==> src/rtl/cuPkg.sv <==
/* shared definitions for the cuDecode instruction decoder
   opcodes, alu codes, instruction field views and the stage payloads
   imported by each pipeline stage and by the testbench */
package cuPkg;

	localparam int INSTR_W  = 16; // one instruction word
	localparam int OPCODE_W = 4;  // top nibble selects the class
	localparam int ALUOP_W  = 4;  // alu operation select

	typedef enum logic [OPCODE_W-1:0] {
		OP_NOP      = 4'd0,
		OP_ARITH    = 4'd1,  // div mul add sub
		OP_SHIFT    = 4'd2,  // shl shr inc dec
		OP_LOGIC    = 4'd3,  // or and not mov
		OP_BRANCH   = 4'd4,  // jump through Rdst
		OP_FLAG     = 4'd5,  // set or clear one flag
		OP_STACK    = 4'd6,  // push pop
		OP_MEM      = 4'd7,  // ldd std, in/out dropped
		OP_IMM      = 4'd8,  // ldm, call and jumps on immediate
		OP_CLRFLAGS = 4'd9,
		OP_CALLREG  = 4'd10
	} opcode_e; // 11 to 15 unused, they decode as nop

	typedef enum logic [ALUOP_W-1:0] {
		ADD = 4'd0,
		SUB = 4'd1,
		INC = 4'd2,
		DEC = 4'd3,
		AND = 4'd4,
		OR  = 4'd5,
		NOT = 4'd6,
		SHL = 4'd7,
		SHR = 4'd8,
		MUL = 4'd9,  // result spans low and high register
		DIV = 4'd10,
		MOV = 4'd11  // also the idle operation
	} aluOp_e;

	typedef enum logic [1:0] {
		SRC_REG  = 2'd0, // Rsrc from register file
		SRC_DATA = 2'd1, // data word following ldm
		SRC_SHMT = 2'd2  // shift amount field
	} aluSrc_e;

	typedef enum logic [1:0] {
		JMP_ALWAYS = 2'd0,
		JMP_C      = 2'd1,
		JMP_N      = 2'd2,
		JMP_Z      = 2'd3
	} jmpType_e;

	typedef enum logic [1:0] {
		SP_HOLD = 2'd0,
		SP_POP  = 2'd1,
		SP_PUSH = 2'd2
	} spOp_e;

	// the four ways one instruction word is read
	typedef struct packed {
		opcode_e    opcode;
		logic [2:0] rdst1;
		logic [2:0] rsrc;
		logic [3:0] shmt;
		logic [1:0] funct;
	} rFmt_t;

	typedef struct packed {
		opcode_e    opcode;
		logic       op;    // 1 sets, 0 clears
		logic [8:0] rsvd;
		logic [1:0] funct; // flag select z n c ovf
	} cFmt_t;

	typedef struct packed {
		opcode_e    opcode;
		logic [2:0] rdst1;
		logic       pc;    // push/pop the pc
		logic       flags; // push/pop the flags
		logic [4:0] rsvd;
		logic [1:0] funct; // 0 push, 1 pop
	} sFmt_t;

	typedef struct packed {
		opcode_e    opcode;
		logic [2:0] rdst1;
		logic [1:0] rsvd;
		logic [3:0] imm;    // upper address nibble
		logic [2:0] iFunct; // full 3 bits, jz/jn imm need them
	} iFmt_t;

	typedef union packed {
		rFmt_t rView;
		cFmt_t cView;
		sFmt_t sView;
		iFmt_t iView;
	} instrFmt_u;

	typedef struct packed {
		logic z;
		logic n;
		logic c;
		logic ovf;
	} flagMask_t;

	typedef struct packed {
		opcode_e   cls;
		instrFmt_u fmt;
		logic      isKnown; // low means decode to all inactive
	} classInstr_t;

	typedef struct packed {
		aluOp_e  aluOp;
		aluSrc_e aluSrc;
		logic    regLowWrite;
		logic    regHighWrite;
	} execCtrl_t;

	typedef struct packed {
		execCtrl_t   ctrl;
		flagMask_t   setMask;
		flagMask_t   clrMask;
		classInstr_t src; // carried on for stage 3
	} execPayload_t;

	typedef struct packed {
		execCtrl_t exec;
		flagMask_t setMask;
		flagMask_t clrMask;
		logic      memRead;
		logic      memWrite;
		logic      memToReg;
		spOp_e     spOp;
		logic      pcPushPop;
		logic      flagsPushPop;
		logic      memDataSrc;   // pc/flags instead of Rdst
		logic      memAddrSrc;   // sp instead of Rdst
		logic      isJump;
		jmpType_e  jmpType;
		logic      jmpSrc;       // immediate target
	} ctrlWord_t;

endpackage

==> src/rtl/decodeClassStage.sv <==
/* decoder stage 1, takes one instruction per transfer
   and registers it with its opcode class and a known flag */
`timescale 1ns/1ps

module decodeClassStage (
	input  logic                       clk,
	input  logic                       rst,
	input  logic                       inValid,
	output logic                       inReady,
	input  logic [cuPkg::INSTR_W-1:0]  instr,
	output logic                       classValid,
	input  logic                       classReady,
	output cuPkg::classInstr_t         classOut
);
	import cuPkg::*;

	instrFmt_u   fmt;     // incoming word seen through the views
	classInstr_t nxt;     // entry to be loaded
	logic        known;
	logic        accept;

	assign fmt = instrFmt_u'(instr);

	// opcode 0, unused opcodes and the dropped port i/o go inactive
	always_comb begin
		known = 1'b1;
		case (fmt.rView.opcode)
			OP_ARITH, OP_SHIFT, OP_LOGIC, OP_BRANCH, OP_FLAG,
			OP_STACK, OP_IMM, OP_CLRFLAGS, OP_CALLREG: known = 1'b1;
			OP_MEM: known = fmt.rView.funct[1]; // funct 0 out, 1 in
			default: known = 1'b0; // nop and 11..15
		endcase
	end

	always_comb begin
		nxt.cls     = fmt.rView.opcode;
		nxt.fmt     = fmt;
		nxt.isKnown = known;
	end

	// one entry, ready when empty or draining this cycle
	assign inReady = ~classValid | classReady;
	assign accept  = inValid & inReady;

	always_ff @(posedge clk) begin
		if (rst) begin
			classValid <= 1'b0;
		end else if (inReady) begin
			classValid <= inValid; // refill or go empty
		end
	end

	always_ff @(posedge clk) begin
		if (accept) begin
			classOut <= nxt; // payload held while stalled
		end
	end

endmodule

==> src/rtl/execCtrlStage.sv <==
/* decoder stage 2, turns a classified instruction into alu,
   register write and flag mask controls, passing the entry on */
`timescale 1ns/1ps

module execCtrlStage (
	input  logic                 clk,
	input  logic                 rst,
	input  logic                 classValid,
	output logic                 classReady,
	input  cuPkg::classInstr_t   classIn,
	output logic                 execValid,
	input  logic                 execReady,
	output cuPkg::execPayload_t  execOut
);
	import cuPkg::*;

	instrFmt_u    fmt;
	flagMask_t    sel;   // flag picked by the c-type funct
	execPayload_t nxt;

	assign fmt = classIn.fmt;

	always_comb begin
		sel = '0;
		case (fmt.cView.funct)
			2'd0: sel.z = 1'b1;
			2'd1: sel.n = 1'b1;
			2'd2: sel.c = 1'b1;
			default: sel.ovf = 1'b1;
		endcase
	end

	always_comb begin
		nxt             = '0;
		nxt.ctrl.aluOp  = MOV;     // idle op for anything non-alu
		nxt.ctrl.aluSrc = SRC_REG;
		nxt.src         = classIn;
		if (classIn.isKnown) begin
			case (classIn.cls)
				OP_ARITH: begin
					case (fmt.rView.funct)
						2'd0: nxt.ctrl.aluOp = DIV;
						2'd1: nxt.ctrl.aluOp = MUL;
						2'd2: nxt.ctrl.aluOp = ADD;
						default: nxt.ctrl.aluOp = SUB;
					endcase
					nxt.ctrl.regLowWrite  = 1'b1;
					nxt.ctrl.regHighWrite = (fmt.rView.funct == 2'd1); // mul high half
				end
				OP_SHIFT: begin
					case (fmt.rView.funct)
						2'd0: nxt.ctrl.aluOp = SHL;
						2'd1: nxt.ctrl.aluOp = SHR;
						2'd2: nxt.ctrl.aluOp = INC;
						default: nxt.ctrl.aluOp = DEC;
					endcase
					if (!fmt.rView.funct[1]) nxt.ctrl.aluSrc = SRC_SHMT; // shl/shr amount
					nxt.ctrl.regLowWrite = 1'b1;
				end
				OP_LOGIC: begin
					case (fmt.rView.funct)
						2'd0: nxt.ctrl.aluOp = OR;
						2'd1: nxt.ctrl.aluOp = AND;
						2'd2: nxt.ctrl.aluOp = NOT;
						default: nxt.ctrl.aluOp = MOV;
					endcase
					nxt.ctrl.regLowWrite = 1'b1;
				end
				OP_FLAG: begin
					if (fmt.cView.op) nxt.setMask = sel;
					else nxt.clrMask = sel;
				end
				OP_CLRFLAGS: nxt.clrMask = '1; // all four
				OP_STACK: begin
					if (fmt.sView.funct == 2'd1) begin // pop
						nxt.ctrl.regLowWrite = ~fmt.sView.pc;
						nxt.clrMask.ovf = fmt.sView.pc & fmt.sView.flags; // rti
					end
				end
				OP_MEM: nxt.ctrl.regLowWrite = (fmt.rView.funct == 2'd2); // ldd
				OP_IMM: begin
					if (fmt.iView.iFunct == 3'd0) begin // ldm
						nxt.ctrl.aluSrc      = SRC_DATA;
						nxt.ctrl.regLowWrite = 1'b1;
					end
				end
				default: ; // branch, callreg need no alu controls
			endcase
		end
	end

	assign classReady = ~execValid | execReady;

	always_ff @(posedge clk) begin
		if (rst) begin
			execValid <= 1'b0;
		end else if (classReady) begin
			execValid <= classValid;
		end
	end

	always_ff @(posedge clk) begin
		if (classValid && classReady) begin
			execOut <= nxt;
		end
	end

endmodule

==> src/rtl/instrDecoder.sv <==
/* top of the decoder, three one-entry stages in a valid/ready chain
   one instruction in per cycle, control word out three cycles later */
`timescale 1ns/1ps

module instrDecoder (
	input  logic                       clk,
	input  logic                       rst,
	input  logic                       inValid,
	output logic                       inReady,
	input  logic [cuPkg::INSTR_W-1:0]  instr,
	output logic                       outValid,
	input  logic                       outReady,
	output cuPkg::ctrlWord_t           ctrlOut
);
	import cuPkg::*;

	logic         classValid; // stage 1 to 2
	logic         classReady;
	classInstr_t  classBus;
	logic         execValid;  // stage 2 to 3
	logic         execReady;
	execPayload_t execBus;

	decodeClassStage decodeClassStage_inst (
		.clk        (clk),
		.rst        (rst),
		.inValid    (inValid),
		.inReady    (inReady),
		.instr      (instr),
		.classValid (classValid),
		.classReady (classReady),
		.classOut   (classBus)
	);

	execCtrlStage execCtrlStage_inst (
		.clk        (clk),
		.rst        (rst),
		.classValid (classValid),
		.classReady (classReady),
		.classIn    (classBus),
		.execValid  (execValid),
		.execReady  (execReady),
		.execOut    (execBus)
	);

	memBranchCtrlStage memBranchCtrlStage_inst (
		.clk       (clk),
		.rst       (rst),
		.execValid (execValid),
		.execReady (execReady),
		.execIn    (execBus),
		.outValid  (outValid),
		.outReady  (outReady),
		.ctrlOut   (ctrlOut)
	);

endmodule

==> src/rtl/memBranchCtrlStage.sv <==
/* decoder stage 3, adds memory, stack and jump controls
   and registers the finished control word for execute */
`timescale 1ns/1ps

module memBranchCtrlStage (
	input  logic                 clk,
	input  logic                 rst,
	input  logic                 execValid,
	output logic                 execReady,
	input  cuPkg::execPayload_t  execIn,
	output logic                 outValid,
	input  logic                 outReady,
	output cuPkg::ctrlWord_t     ctrlOut
);
	import cuPkg::*;

	instrFmt_u fmt;
	logic      immJump; // iFunct 1..5, call and jumps on immediate
	ctrlWord_t nxt;

	assign fmt     = execIn.src.fmt;
	assign immJump = (fmt.iView.iFunct != 3'd0) && (fmt.iView.iFunct <= 3'd5);

	always_comb begin
		nxt         = '0;
		nxt.exec    = execIn.ctrl;    // stage 2 results pass through
		nxt.setMask = execIn.setMask;
		nxt.clrMask = execIn.clrMask;
		nxt.spOp    = SP_HOLD;
		nxt.jmpType = JMP_ALWAYS;
		if (execIn.src.isKnown) begin
			case (execIn.src.cls)
				OP_STACK: begin
					if (fmt.sView.funct == 2'd0) begin // push
						nxt.memWrite   = 1'b1;
						nxt.spOp       = SP_PUSH;
						nxt.memDataSrc = fmt.sView.pc | fmt.sView.flags;
					end else if (fmt.sView.funct == 2'd1) begin // pop
						nxt.memRead  = 1'b1;
						nxt.spOp     = SP_POP;
						nxt.memToReg = fmt.sView.pc;
					end
					if (!fmt.sView.funct[1]) begin
						nxt.pcPushPop    = fmt.sView.pc;
						nxt.flagsPushPop = fmt.sView.flags;
						nxt.memAddrSrc   = 1'b1; // address from sp
					end
				end
				OP_MEM: begin
					nxt.memRead  = (fmt.rView.funct == 2'd2); // ldd
					nxt.memToReg = (fmt.rView.funct == 2'd2);
					nxt.memWrite = (fmt.rView.funct == 2'd3); // std
				end
				OP_CALLREG: begin
					nxt.memWrite = 1'b1; // return address onto stack
					nxt.spOp     = SP_PUSH;
					nxt.isJump   = 1'b1;
				end
				OP_BRANCH: begin
					nxt.isJump = 1'b1;
					case (fmt.rView.funct)
						2'd0: nxt.jmpType = JMP_Z;
						2'd1: nxt.jmpType = JMP_N;
						2'd2: nxt.jmpType = JMP_C;
						default: nxt.jmpType = JMP_ALWAYS;
					endcase
				end
				OP_IMM: begin
					nxt.isJump = immJump;
					nxt.jmpSrc = immJump;
					case (fmt.iView.iFunct)
						3'd1: begin // call on immediate
							nxt.memWrite = 1'b1;
							nxt.spOp     = SP_PUSH;
						end
						3'd3: nxt.jmpType = JMP_C;
						3'd4: nxt.jmpType = JMP_N;
						3'd5: nxt.jmpType = JMP_Z;
						default: ; // ldm, jmp, 6 and 7
					endcase
				end
				default: ;
			endcase
		end
	end

	assign execReady = ~outValid | outReady;

	always_ff @(posedge clk) begin
		if (rst) begin
			outValid <= 1'b0;
		end else if (execReady) begin
			outValid <= execValid;
		end
	end

	always_ff @(posedge clk) begin
		if (execValid && execReady) begin
			ctrlOut <= nxt; // stable until outReady
		end
	end

endmodule

==> config.mk <==
export PLATFORM = sky130hd
export DESIGN_NAME = instrDecoder
export DESIGN_NICKNAME = d
export VERILOG_FILES = /design/src/rtl/cuPkg.sv /design/src/rtl/decodeClassStage.sv /design/src/rtl/execCtrlStage.sv /design/src/rtl/instrDecoder.sv /design/src/rtl/memBranchCtrlStage.sv
export SDC_FILE = /design/constraint.sdc
export NUM_CORES = 1
export LEC_CHECK = 0
export BUFFER_PORTS_ARGS = -buffer_cell sky130_fd_sc_hd__buf_2
export CAP_MARGIN = 40
export CORE_ASPECT_RATIO = 1.2
export CORE_MARGIN = 2
export CORE_UTILIZATION = 43
export CTS_CLUSTER_DIAMETER = 100
export CTS_CLUSTER_SIZE = 10
export DETAILED_ROUTE_END_ITERATION = 16
export PLACE_DENSITY = 0.72
export SLEW_MARGIN = 30
export SYNTH_ARGS = -nofsm -noshare
export SYNTH_HDL_FRONTEND = slang
export SYNTH_SLANG_ARGS = --single-unit
==> constraint.sdc <==
create_clock -name clk -period 4.5 [get_ports clk]
set_clock_uncertainty 0.15 [all_clocks]
set_input_delay 0.675 -clock clk [delete_from_list [all_inputs] [get_ports clk]]
set_output_delay 0.675 -clock clk [all_outputs]
set_load 0.05 [all_outputs]
== Word-level counts from Yosys, hierarchy flattened ==
Cells that the tools add are included.

* Flip-flop bits (word level): 79
* Input port bits: 20
* Word-level logic and storage cells: 141
* Output and inout port bits: 31

* Order comparisons: 1
* Equality and inequality tests: 32
* Reduce and logical (&&, ||, !) cells: 17
* Bitwise gates (word level): 12
* Multiplexer cells: 35

{| class="wikitable"
|+ Operator list
! operator !! number
|-
| $pmux W4 S3 || 4
|-
| $eq A4 B3 Y1 const B || 10
|-
| $eq A4 B4 Y1 const B || 7
|-
| $pmux W2 S3 || 3
|-
| $eq A4 B2 Y1 const B || 4
|-
| $mux W1 || 12
|-
| $reduce_or A3 Y1 || 3
|-
| $reduce_or A9 Y1 || 1
|-
| $eq A4 B1 Y1 const B || 2
|-
| $mux W2 || 4
|-
| $pmux W1 S2 || 4
|-
| $pmux W1 S4 || 2
|-
| $pmux W2 S2 || 2
|-
| $eq A2 B2 Y1 const B || 3
|-
| $eq A3 B3 Y1 const B || 2
|-
| $not A1 Y1 || 6
|-
| $pmux W3 S2 || 1
|-
| $reduce_and A2 Y1 || 3
|-
| $reduce_and A3 Y1 || 2
|-
| $eq A2 B1 Y1 const B || 2
|-
| $logic_not A2 Y1 || 2
|-
| $mux W4 || 1
|-
| $or A1 B1 Y1 || 4
|-
| $eq A3 B1 Y1 const B || 1
|-
| 9 further kinds || 12
|}

== Logic depth before layout (Yosys ltp) ==
Gate-level depths: netlist of run 1.

* Depth in word-level cells: 5
* Mapped depth: 6
* Gate-level depth less buffers: 6

== Modules after synthesis ==
A second synthesis of run 1 with hierarchy kept.

* Cell total of the unflattened synthesis: 213
* Area, all modules: 3427.0 µm²

{| class="wikitable"
|+ By module, submodules not included
! module !! instances !! cells each !! area each (µm²) !! sequential area each (µm²)
|-
| execCtrlStage || 1 || 102 || 1571.5 || 1131.1
|-
| memBranchCtrlStage || 1 || 79 || 1242.4 || 890.9
|-
| decodeClassStage || 1 || 32 || 613.1 || 530.5
|}

== Worst setup path after synthesis of run 1 ==
OpenSTA, ideal clock, no wires.

* Path type: input port to flip-flop
* From: input outReady
* To: register execCtrlStage_inst.execOut[0] (netlist name), enable pin
* Path buffers: 0
* Library setup time: 449 ps
* Data arrival time: 2710 ps
* Data required time: 3901 ps
* Stages on the path: 2
* Slack: 1191 ps
* Cell sequence: nor2b_1 > a21boi_0

* Longest elaborated chain between the ends: 3

{| class="wikitable"
|+ RTL lines
! element !! line !! RTL
|-
| from (decl) || instrDecoder.sv:12 || <nowiki>input logic outReady,</nowiki>
|-
| $or A1 B1 Y1 || memBranchCtrlStage.sv:87 || <nowiki>assign execReady = ~outValid | outReady;</nowiki>
|-
| $or A1 B1 Y1 || execCtrlStage.sv:92 || <nowiki>assign classReady = ~execValid | execReady;</nowiki>
|-
| $logic_and A1 B1 Y1 || execCtrlStage.sv:103 || <nowiki>if (classValid && classReady) begin</nowiki>
|-
| to (signal assigned) || execCtrlStage.sv:104 || <nowiki>execOut <= nxt;</nowiki>
|-
| to (decl) || execCtrlStage.sv:13 || <nowiki>output cuPkg::execPayload_t execOut</nowiki>
|}

Every way passes these cells.
A chain may end at the register's enable or synchronous reset.

== Worst setup path after layout of run 1 ==
* From: input outReady
* To: output inReady

* Longest elaborated chain between the ends: 3

{| class="wikitable"
|+ RTL lines
! element !! line !! RTL
|-
| $or A1 B1 Y1 || memBranchCtrlStage.sv:87 ||
|-
| $or A1 B1 Y1 || execCtrlStage.sv:92 ||
|-
| $or A1 B1 Y1 || decodeClassStage.sv:42 || <nowiki>assign inReady = ~classValid | classReady;</nowiki>
|-
| to (decl) || instrDecoder.sv:9 || <nowiki>output logic inReady,</nowiki>
|}

Every way passes these cells.

==> run_results.csv, run 1 <==
group,metric,value,unit
pwr,p_leak,1.12,nW
clock_network,cts_sinks,69,
global_route,grt_pass1_wl,6810,um
logic_synthesis,yosys-top-cells-count,"edfxtp_1 (66), a21oi_1 (15), nor2_1 (9)",
clock_network,tritoncts.num_buffers,9,
detailed_routing,wl,4070,um
setup_path,end_kind,"output port",
final_layout,fill_cells,569,
logic_synthesis,synth-seq-cells,69,
logic_synthesis,async_reset_ff_share,0,%
logic_synthesis,synth.top_cells.by_area,"edfxtp_1 (70%), a21oi_1 (2.7%), ha_1 (2.7%), dfxtp_1 (2.1%), nor3b_1 (1.6%)",
logic_synthesis,ys_seq_area_share,72.2,%
worst_hold_path,worst_hold_path.endpoint,"memBranchCtrlStage_inst.ctrlOut[13]",
placed_design,io_buffers,44,
detailed_routing,drt_iter0_markers,94,
job,drv_cap,0,
pwr,power_density,380,mW/mm^2
timing,hold_viol_final,0,
setup_path,worst-setup-path-type,"in2out",
worst_hold_path,min_path_cells,0,
global_route,grt_use_total,12.4,%
final_layout,drive_above_1_share,27.3,%
setup_path,crit_fanout,6,
timing,finalSetupViolCount,0,
worst_hold_path,min_path_type,"reg2reg",
detailed_routing,routed-via-count,1614,
logic_synthesis,yosysWarningCount,0,
global_route,antenna_found_initial,0,
detailed_routing,drcViolationCount,0,
clock_network,cts_setup_buffers,0,
floorplan,pin_count,51,
timing,rsz0062_at_grt,"no",
placed_design,place.gp.congestion,0.896,
final_layout,layout.nets,270,
global_route,grt_overflow_total,0,
clock_network,clock_latency,0.33,ns
floorplan,num_rows,32,
logic_synthesis,synth.distinct_cells,44,
clock_network,cts_tree,"yes",
timing,post-route-period-util,53.0,%
placed_design,place_hpwl,2800,um
final_layout,antenna_cells,0,
setup_path,arrival,1.56,ns
timing,slew_viol_final,0,
pwr,vdd_drop_max,0.000191,V
timing,slew-limit-headroom,57.4,%
floorplan,coreArea,0.00641,mm^2
clock_network,ctsLongestPathBuffers,2,
floorplan,die_h,92.8,um
clock_network,clockRootBuffer,"clkbuf_8",
detailed_routing,viasPerCell,4.83,
setup_path,cp.required,3.67,ns
logic_synthesis,synth-edff-count,66,
logic_synthesis,yosysTopAreaCell,"edfxtp_1",
setup_path,r2r_setup_slack,2.55,ns
setup_path,crit_start,"outReady",
detailed_routing,firstDrtPassIters,4,
logic_synthesis,syn_nets,219,
floorplan,initial_utilization,44.1,%
logic_synthesis,yosysMostFrequentCell,"edfxtp_1",
timing,fin_worst_hold_slack,0.269,ns
clock_network,cts_resized,0,
setup_path,r2r_cells,6,
timing,tightest_slew,0.637,ns
timing,fmax,0.419,GHz
timing,tns,0,ns
detailed_routing,wl_per_cell,12.2,um
global_route,grt_pass1_vias,1403,
logic_synthesis,syn_inst,193,
logic_synthesis,syn_area,0.00283,mm^2
clock_network,postCtsHoldBufs,0,
final_layout,area_delta_synth_final,17.2,%
setup_path,r2r-start,"decodeClassStage_inst.classOut[1]",
floorplan,dieArea,0.00724,mm^2
setup_path,r2r_end,"execCtrlStage_inst.execOut[30]",
worst_hold_path,hold_path.startpoint,"execCtrlStage_inst.execOut[21]",
logic_synthesis,avgSynthCellArea,14.6,um^2
setup_path,worst_setup_path_start_kind,"primary input",
outcome,status,"completed",
clock_network,cts-htree-levels,3,
clock_network,clk_pin_slew,0.06,ns
timing,finalCriticalPeriod,2.39,ns
floorplan,die_width,78.0,um
detailed_routing,ant_nets,0,
logic_synthesis,netlist.area_leader.share,70.1,%
global_route,grt_max_degree,30,
logic_synthesis,synth-main-ff-cell,"edfxtp_1",
==> routing by layer <==
layer / vias to the layer above / wire, um / share of wire [%] / global-route usage (%)
met5: - / 0 / 0 / 0
met2: 49 / 1930 / 48 / 19.0
li1: 824 / - / - / -
met3: 6 / 231 / 5.7 / 4.09
met1: 735 / 1800 / 44 / 15.5
met4: 0 / 99 / 2.4 / 7.02
==> cell usage in the layout (no fill, tap or decap), drive strengths merged, types with 2 or more instances in the layout <==
master	synthesis	final
nand2b	8	8
o21ai	3	3
nand2	8	8
nor4	3	3
nor3b	7	7
inv	9	9
a21boi	2	2
and3	3	3
and2	6	6
a31oi	2	2
nor3	4	4
clkinv	0	4
clkbuf	2	11
a21oi	15	15
dfxtp	3	3
o21a	2	2
nor2b	7	7
ha	6	6
edfxtp	66	66
nand3	4	4
or3	3	3
nor2	9	9
nand3b	2	2
buf	4	46
==> cell families after synthesis <==
kind of cell               Yosys count  synth area share (%)
adders and majority gates            6                  2.66
xor gates and xnor gates             1                 0.310
buffers and inverters               15                  2.17
DFF                                 69                  72.2
and+or+nand+nor                     68                  15.0
AOI/OAI and AO/OA                   34                  7.61
==> critical path, stage by stage <==
cell	delay (ns)
buf_2	0.09
nor2b_1	0.40
nand3_1	0.16
buf_2	0.24
==> sequential cells by signal (all words and copies together) (netlist names) <==
name / flops
execCtrlStage_inst.execOut: 26
decodeClassStage_inst.classOut: 11
execCtrlStage_inst.execValid: 1
memBranchCtrlStage_inst.ctrlOut: 29
memBranchCtrlStage_inst.outValid: 1
decodeClassStage_inst.classValid: 1
==> worst max-delay path by stage <==
stage                                                to  slack (ns)
after floorplan           execCtrlStage_inst.execOut[0]        1.19
after global placement                          inReady        2.18
after detailed placement                        inReady        2.13
after CTS                                       inReady        2.12
after global routing                            inReady        2.04
final                                           inReady        2.11
==> cell type report <==
| type | count | area (um^2) | area share, % |
|---|---|---|---|
| sequential | 69 | 2040 | 61.7 |
| multi-input combinational | 109 | 736 | 22.2 |
| tap | 85 | 106 | 3.21 |
| clock inverter | 5 | 27.5 | 0.831 |
| timing repair buffer | 46 | 235 | 7.10 |
| clock buffer | 11 | 131 | 3.97 |
| inverter | 9 | 33.8 | 1.02 |
==> through the flow <==
stage	cell area (um^2)	utilization (%)	power (mW)	instances	worst slack, ns
4_1_cts	3310	51.7	1.27	334	2.12
2_1_floorplan	2830	-	0.838	193	1.19
5_1_grt	3310	51.7	1.31	334	2.04
6_report	3310	51.7	1.26	334	2.11
3_5_place_dp	3150	49.2	0.868	318	2.13
3_3_place_gp	3150	49.1	0.864	318	2.18
==> power breakdown <==
group / total [mW] / internal, mW / leakage (nW) / switching, mW
logic: 0.0941 / 0.0316 / 0.452 / 0.0625
registers: 0.759 / 0.735 / 0.586 / 0.0246
clock network: 0.407 / 0.196 / 0.0829 / 0.211
total: 1.26 / 0.962 / 1.12 / 0.298
No activity file was read; power rests on OpenSTA's default activity.
==> run 2: changes to the inputs <==
- ABC_AREA: unset -> 1
- PLACE_DENSITY: 0.72 -> 0.74
- clock period: 4.5 -> 2 ns (I/O delays scaled with it)
==> run 2 against run 1 <==
Sequential share of layout area is 3.6 points lower. Wire length is 11% higher. Power is 140% higher. Critical path type is now reg2reg. Largest cell class unchanged.
==> run_results.csv, run 2 <==
group,metric,value,unit
clock_network,cts_tree,"yes",
logic_synthesis,avgSynthCellArea,12.1,um^2
logic_synthesis,yosys-top-cells-count,"edfxtp_1 (66), nor2_1 (36), nand2_1 (33)",
final_layout,antenna_cells,0,
floorplan,die_h,93.7,um
clock_network,clock_latency,0.33,ns
final_layout,final_common_cell,"edfxtp_1",
global_route,busiest_layer,"met2",
final_layout,reg.largest.list,"memBranchCtrlStage_inst.ctrlOut (29), execCtrlStage_inst.execOut (26), decodeClassStage_inst.classOut (11)",
setup_path,worst-setup-path-type,"reg2reg",
job,drv_cap,0,
timing,tns,0,ns
clock_network,ctsLongestPathBuffers,2,
final_layout,layout_common_cells,"edfxtp_1 (66), buf_2 (44), nor2_1 (36), nand2_1 (33), inv_1 (32)",
final_layout,area_delta_synth_final,22.2,%
final_layout,largest-register,"memBranchCtrlStage_inst.ctrlOut",
global_route,grt_pass1_vias,1714,
timing,rsz0062_at_grt,"no",
setup_path,worst_setup_path_start_kind,"flop",
floorplan,die_width,78.7,um
final_layout,largest_reg_flops,29,
logic_synthesis,yosysWarningCount,0,
worst_hold_path,min_path_type,"in2reg",
logic_synthesis,syn_area,0.00288,mm^2
clock_network,cts_setup_buffers,0,
logic_synthesis,syn_nets,265,
floorplan,num_rows,32,
global_route,grt_overflow_total,0,
detailed_routing,drt_iter0_markers,118,
timing,finalSetupViolCount,0,
clock_network,clk_pin_slew,0.07,ns
placed_design,io_buffers,44,
global_route,met2_usage,22.8,%
setup_path,cp.required,1.90,ns
clock_network,cts_sinks,69,
global_route,grt_pass1_wl,7540,um
placed_design,place.gp.congestion,0.900,
timing,hold_viol_final,0,
clock_network,cts-htree-levels,3,
global_route,met1_usage,15.3,%
setup_path,crit_fanout,9,
clock_network,cts_resized,0,
timing,tightest_slew,0.393,ns
logic_synthesis,synth.distinct_cells,20,
global_route,grt_use_total,13.7,%
setup_path,arrival,1.61,ns
logic_synthesis,syn_inst,239,
global_route,met3_usage,3.94,%
pwr,vdd_drop_max,0.000471,V
timing,post-route-period-util,85.5,%
logic_synthesis,synth-edff-count,66,
outcome,status,"completed",
detailed_routing,routed-via-count,1864,
logic_synthesis,netlist.area_leader.share,68.8,%
floorplan,pin_count,51,
final_layout,drive_above_1_share,25.2,%
final_layout,layout.nets,330,
clock_network,clockRootBuffer,"clkbuf_8",
floorplan,dieArea,0.00738,mm^2
setup_path,r2r_cells,4,
detailed_routing,viasPerCell,4.73,
detailed_routing,drcViolationCount,0,
detailed_routing,firstDrtPassIters,4,
logic_synthesis,synth-seq-cells,69,
logic_synthesis,synth-main-ff-cell,"edfxtp_1",
logic_synthesis,ys_seq_area_share,70.9,%
pwr,power_density,863,mW/mm^2
timing,fmax,0.585,GHz
timing,finalCriticalPeriod,1.71,ns
logic_synthesis,async_reset_ff_share,0,%
timing,slew-limit-headroom,73.8,%
detailed_routing,wl,4500,um
detailed_routing,wl_per_cell,11.4,um
setup_path,end_kind,"flop",
logic_synthesis,synth.top_cells.by_area,"edfxtp_1 (69%), nor2_1 (4.7%), nand2_1 (4.3%), inv_1 (4.2%), nand3_1 (3.5%)",
global_route,antenna_found_initial,0,
worst_hold_path,min_path_cells,1,
logic_synthesis,yosysTopAreaCell,"edfxtp_1",
clock_network,tritoncts.num_buffers,9,
timing,slew_viol_final,0,
logic_synthesis,yosysMostFrequentCell,"edfxtp_1",
detailed_routing,ant_nets,0,
placed_design,place_hpwl,3250,um
global_route,grt_max_degree,30,
floorplan,initial_utilization,44.7,%
pwr,p_leak,1.49,nW
floorplan,coreArea,0.00645,mm^2
timing,fin_worst_hold_slack,0.0258,ns
-- run 2: changes by cell type in the layout (fill, tap and decap cells not counted), moves of 6 or more --
cell and delta:
and2_1 -6, dlygate4sd3_1 +8, inv_1 +24, nand2_1 +25, nand2b_1 -7, nand3_1 +16
nand4_1 +6, nor2_1 +27, nor2b_1 -6, nor3b_1 -6
-- run 2: worst max-delay path, cell delays in order (launching register included) --
cell,delay (ns)
edfxtp_1,0.48
nor2_4,0.25
o21ai_0,0.17
nor2_1,0.21
nand4_1,0.17
-- run 2: layout make-up --
| cell class | instances | area [um^2] |
|---|---|---|
| Sequential cell | 69 | 2040 |
| Fill cell | 571 | 2920 |
| Clock buffer | 9 | 124 |
| Inverter | 35 | 131 |
| Multi-Input combinational cell | 135 | 712 |
| Clock inverter | 7 | 90.1 |
| Tap cell | 85 | 106 |
| Timing Repair Buffer | 54 | 315 |
-- run 2: repair_timing --
item | CTS | global route
setup endpoints to repair | 0 | 0
hold buffers | 8 | 0
endpoints found under the hold margin | 10 | 0
-- run 2: layer usage --
| layer | wire [um] | vias to the layer above | share of wire [%] |
|---|---|---|---|
| li1 | - | 946 | - |
| met1 | 1910 | 843 | 42 |
| met4 | 56 | 0 | 1.2 |
| met2 | 2260 | 71 | 50 |
| met3 | 275 | 4 | 6.1 |
| met5 | 0 | - | 0 |
-- run 2: final timing paths --
| check | start | slack, ns | to |
|---|---|---|---|
| max | decodeClassStage_inst.classOut[20] | 0.29 | execCtrlStage_inst.execOut[36] |
| min | instr[13] | 0.03 | decodeClassStage_inst.classOut[18] |
| max reg2reg | decodeClassStage_inst.classOut[20] | 0.29 | execCtrlStage_inst.execOut[36] |
| min reg2reg | execCtrlStage_inst.execOut[32] | 0.27 | memBranchCtrlStage_inst.ctrlOut[24] |
-- run 2: per-stage QoR --
stage	power [mW]	util, %	area (um^2)	std cells	setup slack (ns)
after global placement	1.86	50.1	3230	370	0.357
after detailed placement	1.87	50.1	3230	370	0.312
after floorplan	1.81	-	2890	239	0.0354
after CTS	3.07	54.6	3520	394	0.303
final	3.04	54.6	3520	394	0.291
after global routing	3.16	54.6	3520	394	0.131
-- run 2: power by group --
| group | switching (mW) | internal, mW |
|---|---|---|
| clock | 0.493 | 0.695 |
| combinational | 0.134 | 0.0583 |
| sequential | 0.0318 | 1.63 |
-- run 2: cell families after synthesis --
kind of cell / Yosys count / share of synthesized area, %
compound gates: 17 / 3.26
flops: 69 / 70.9
simple gates: 112 / 18.7
buf+inv: 35 / 4.56
fa+ha+maj: 6 / 2.61
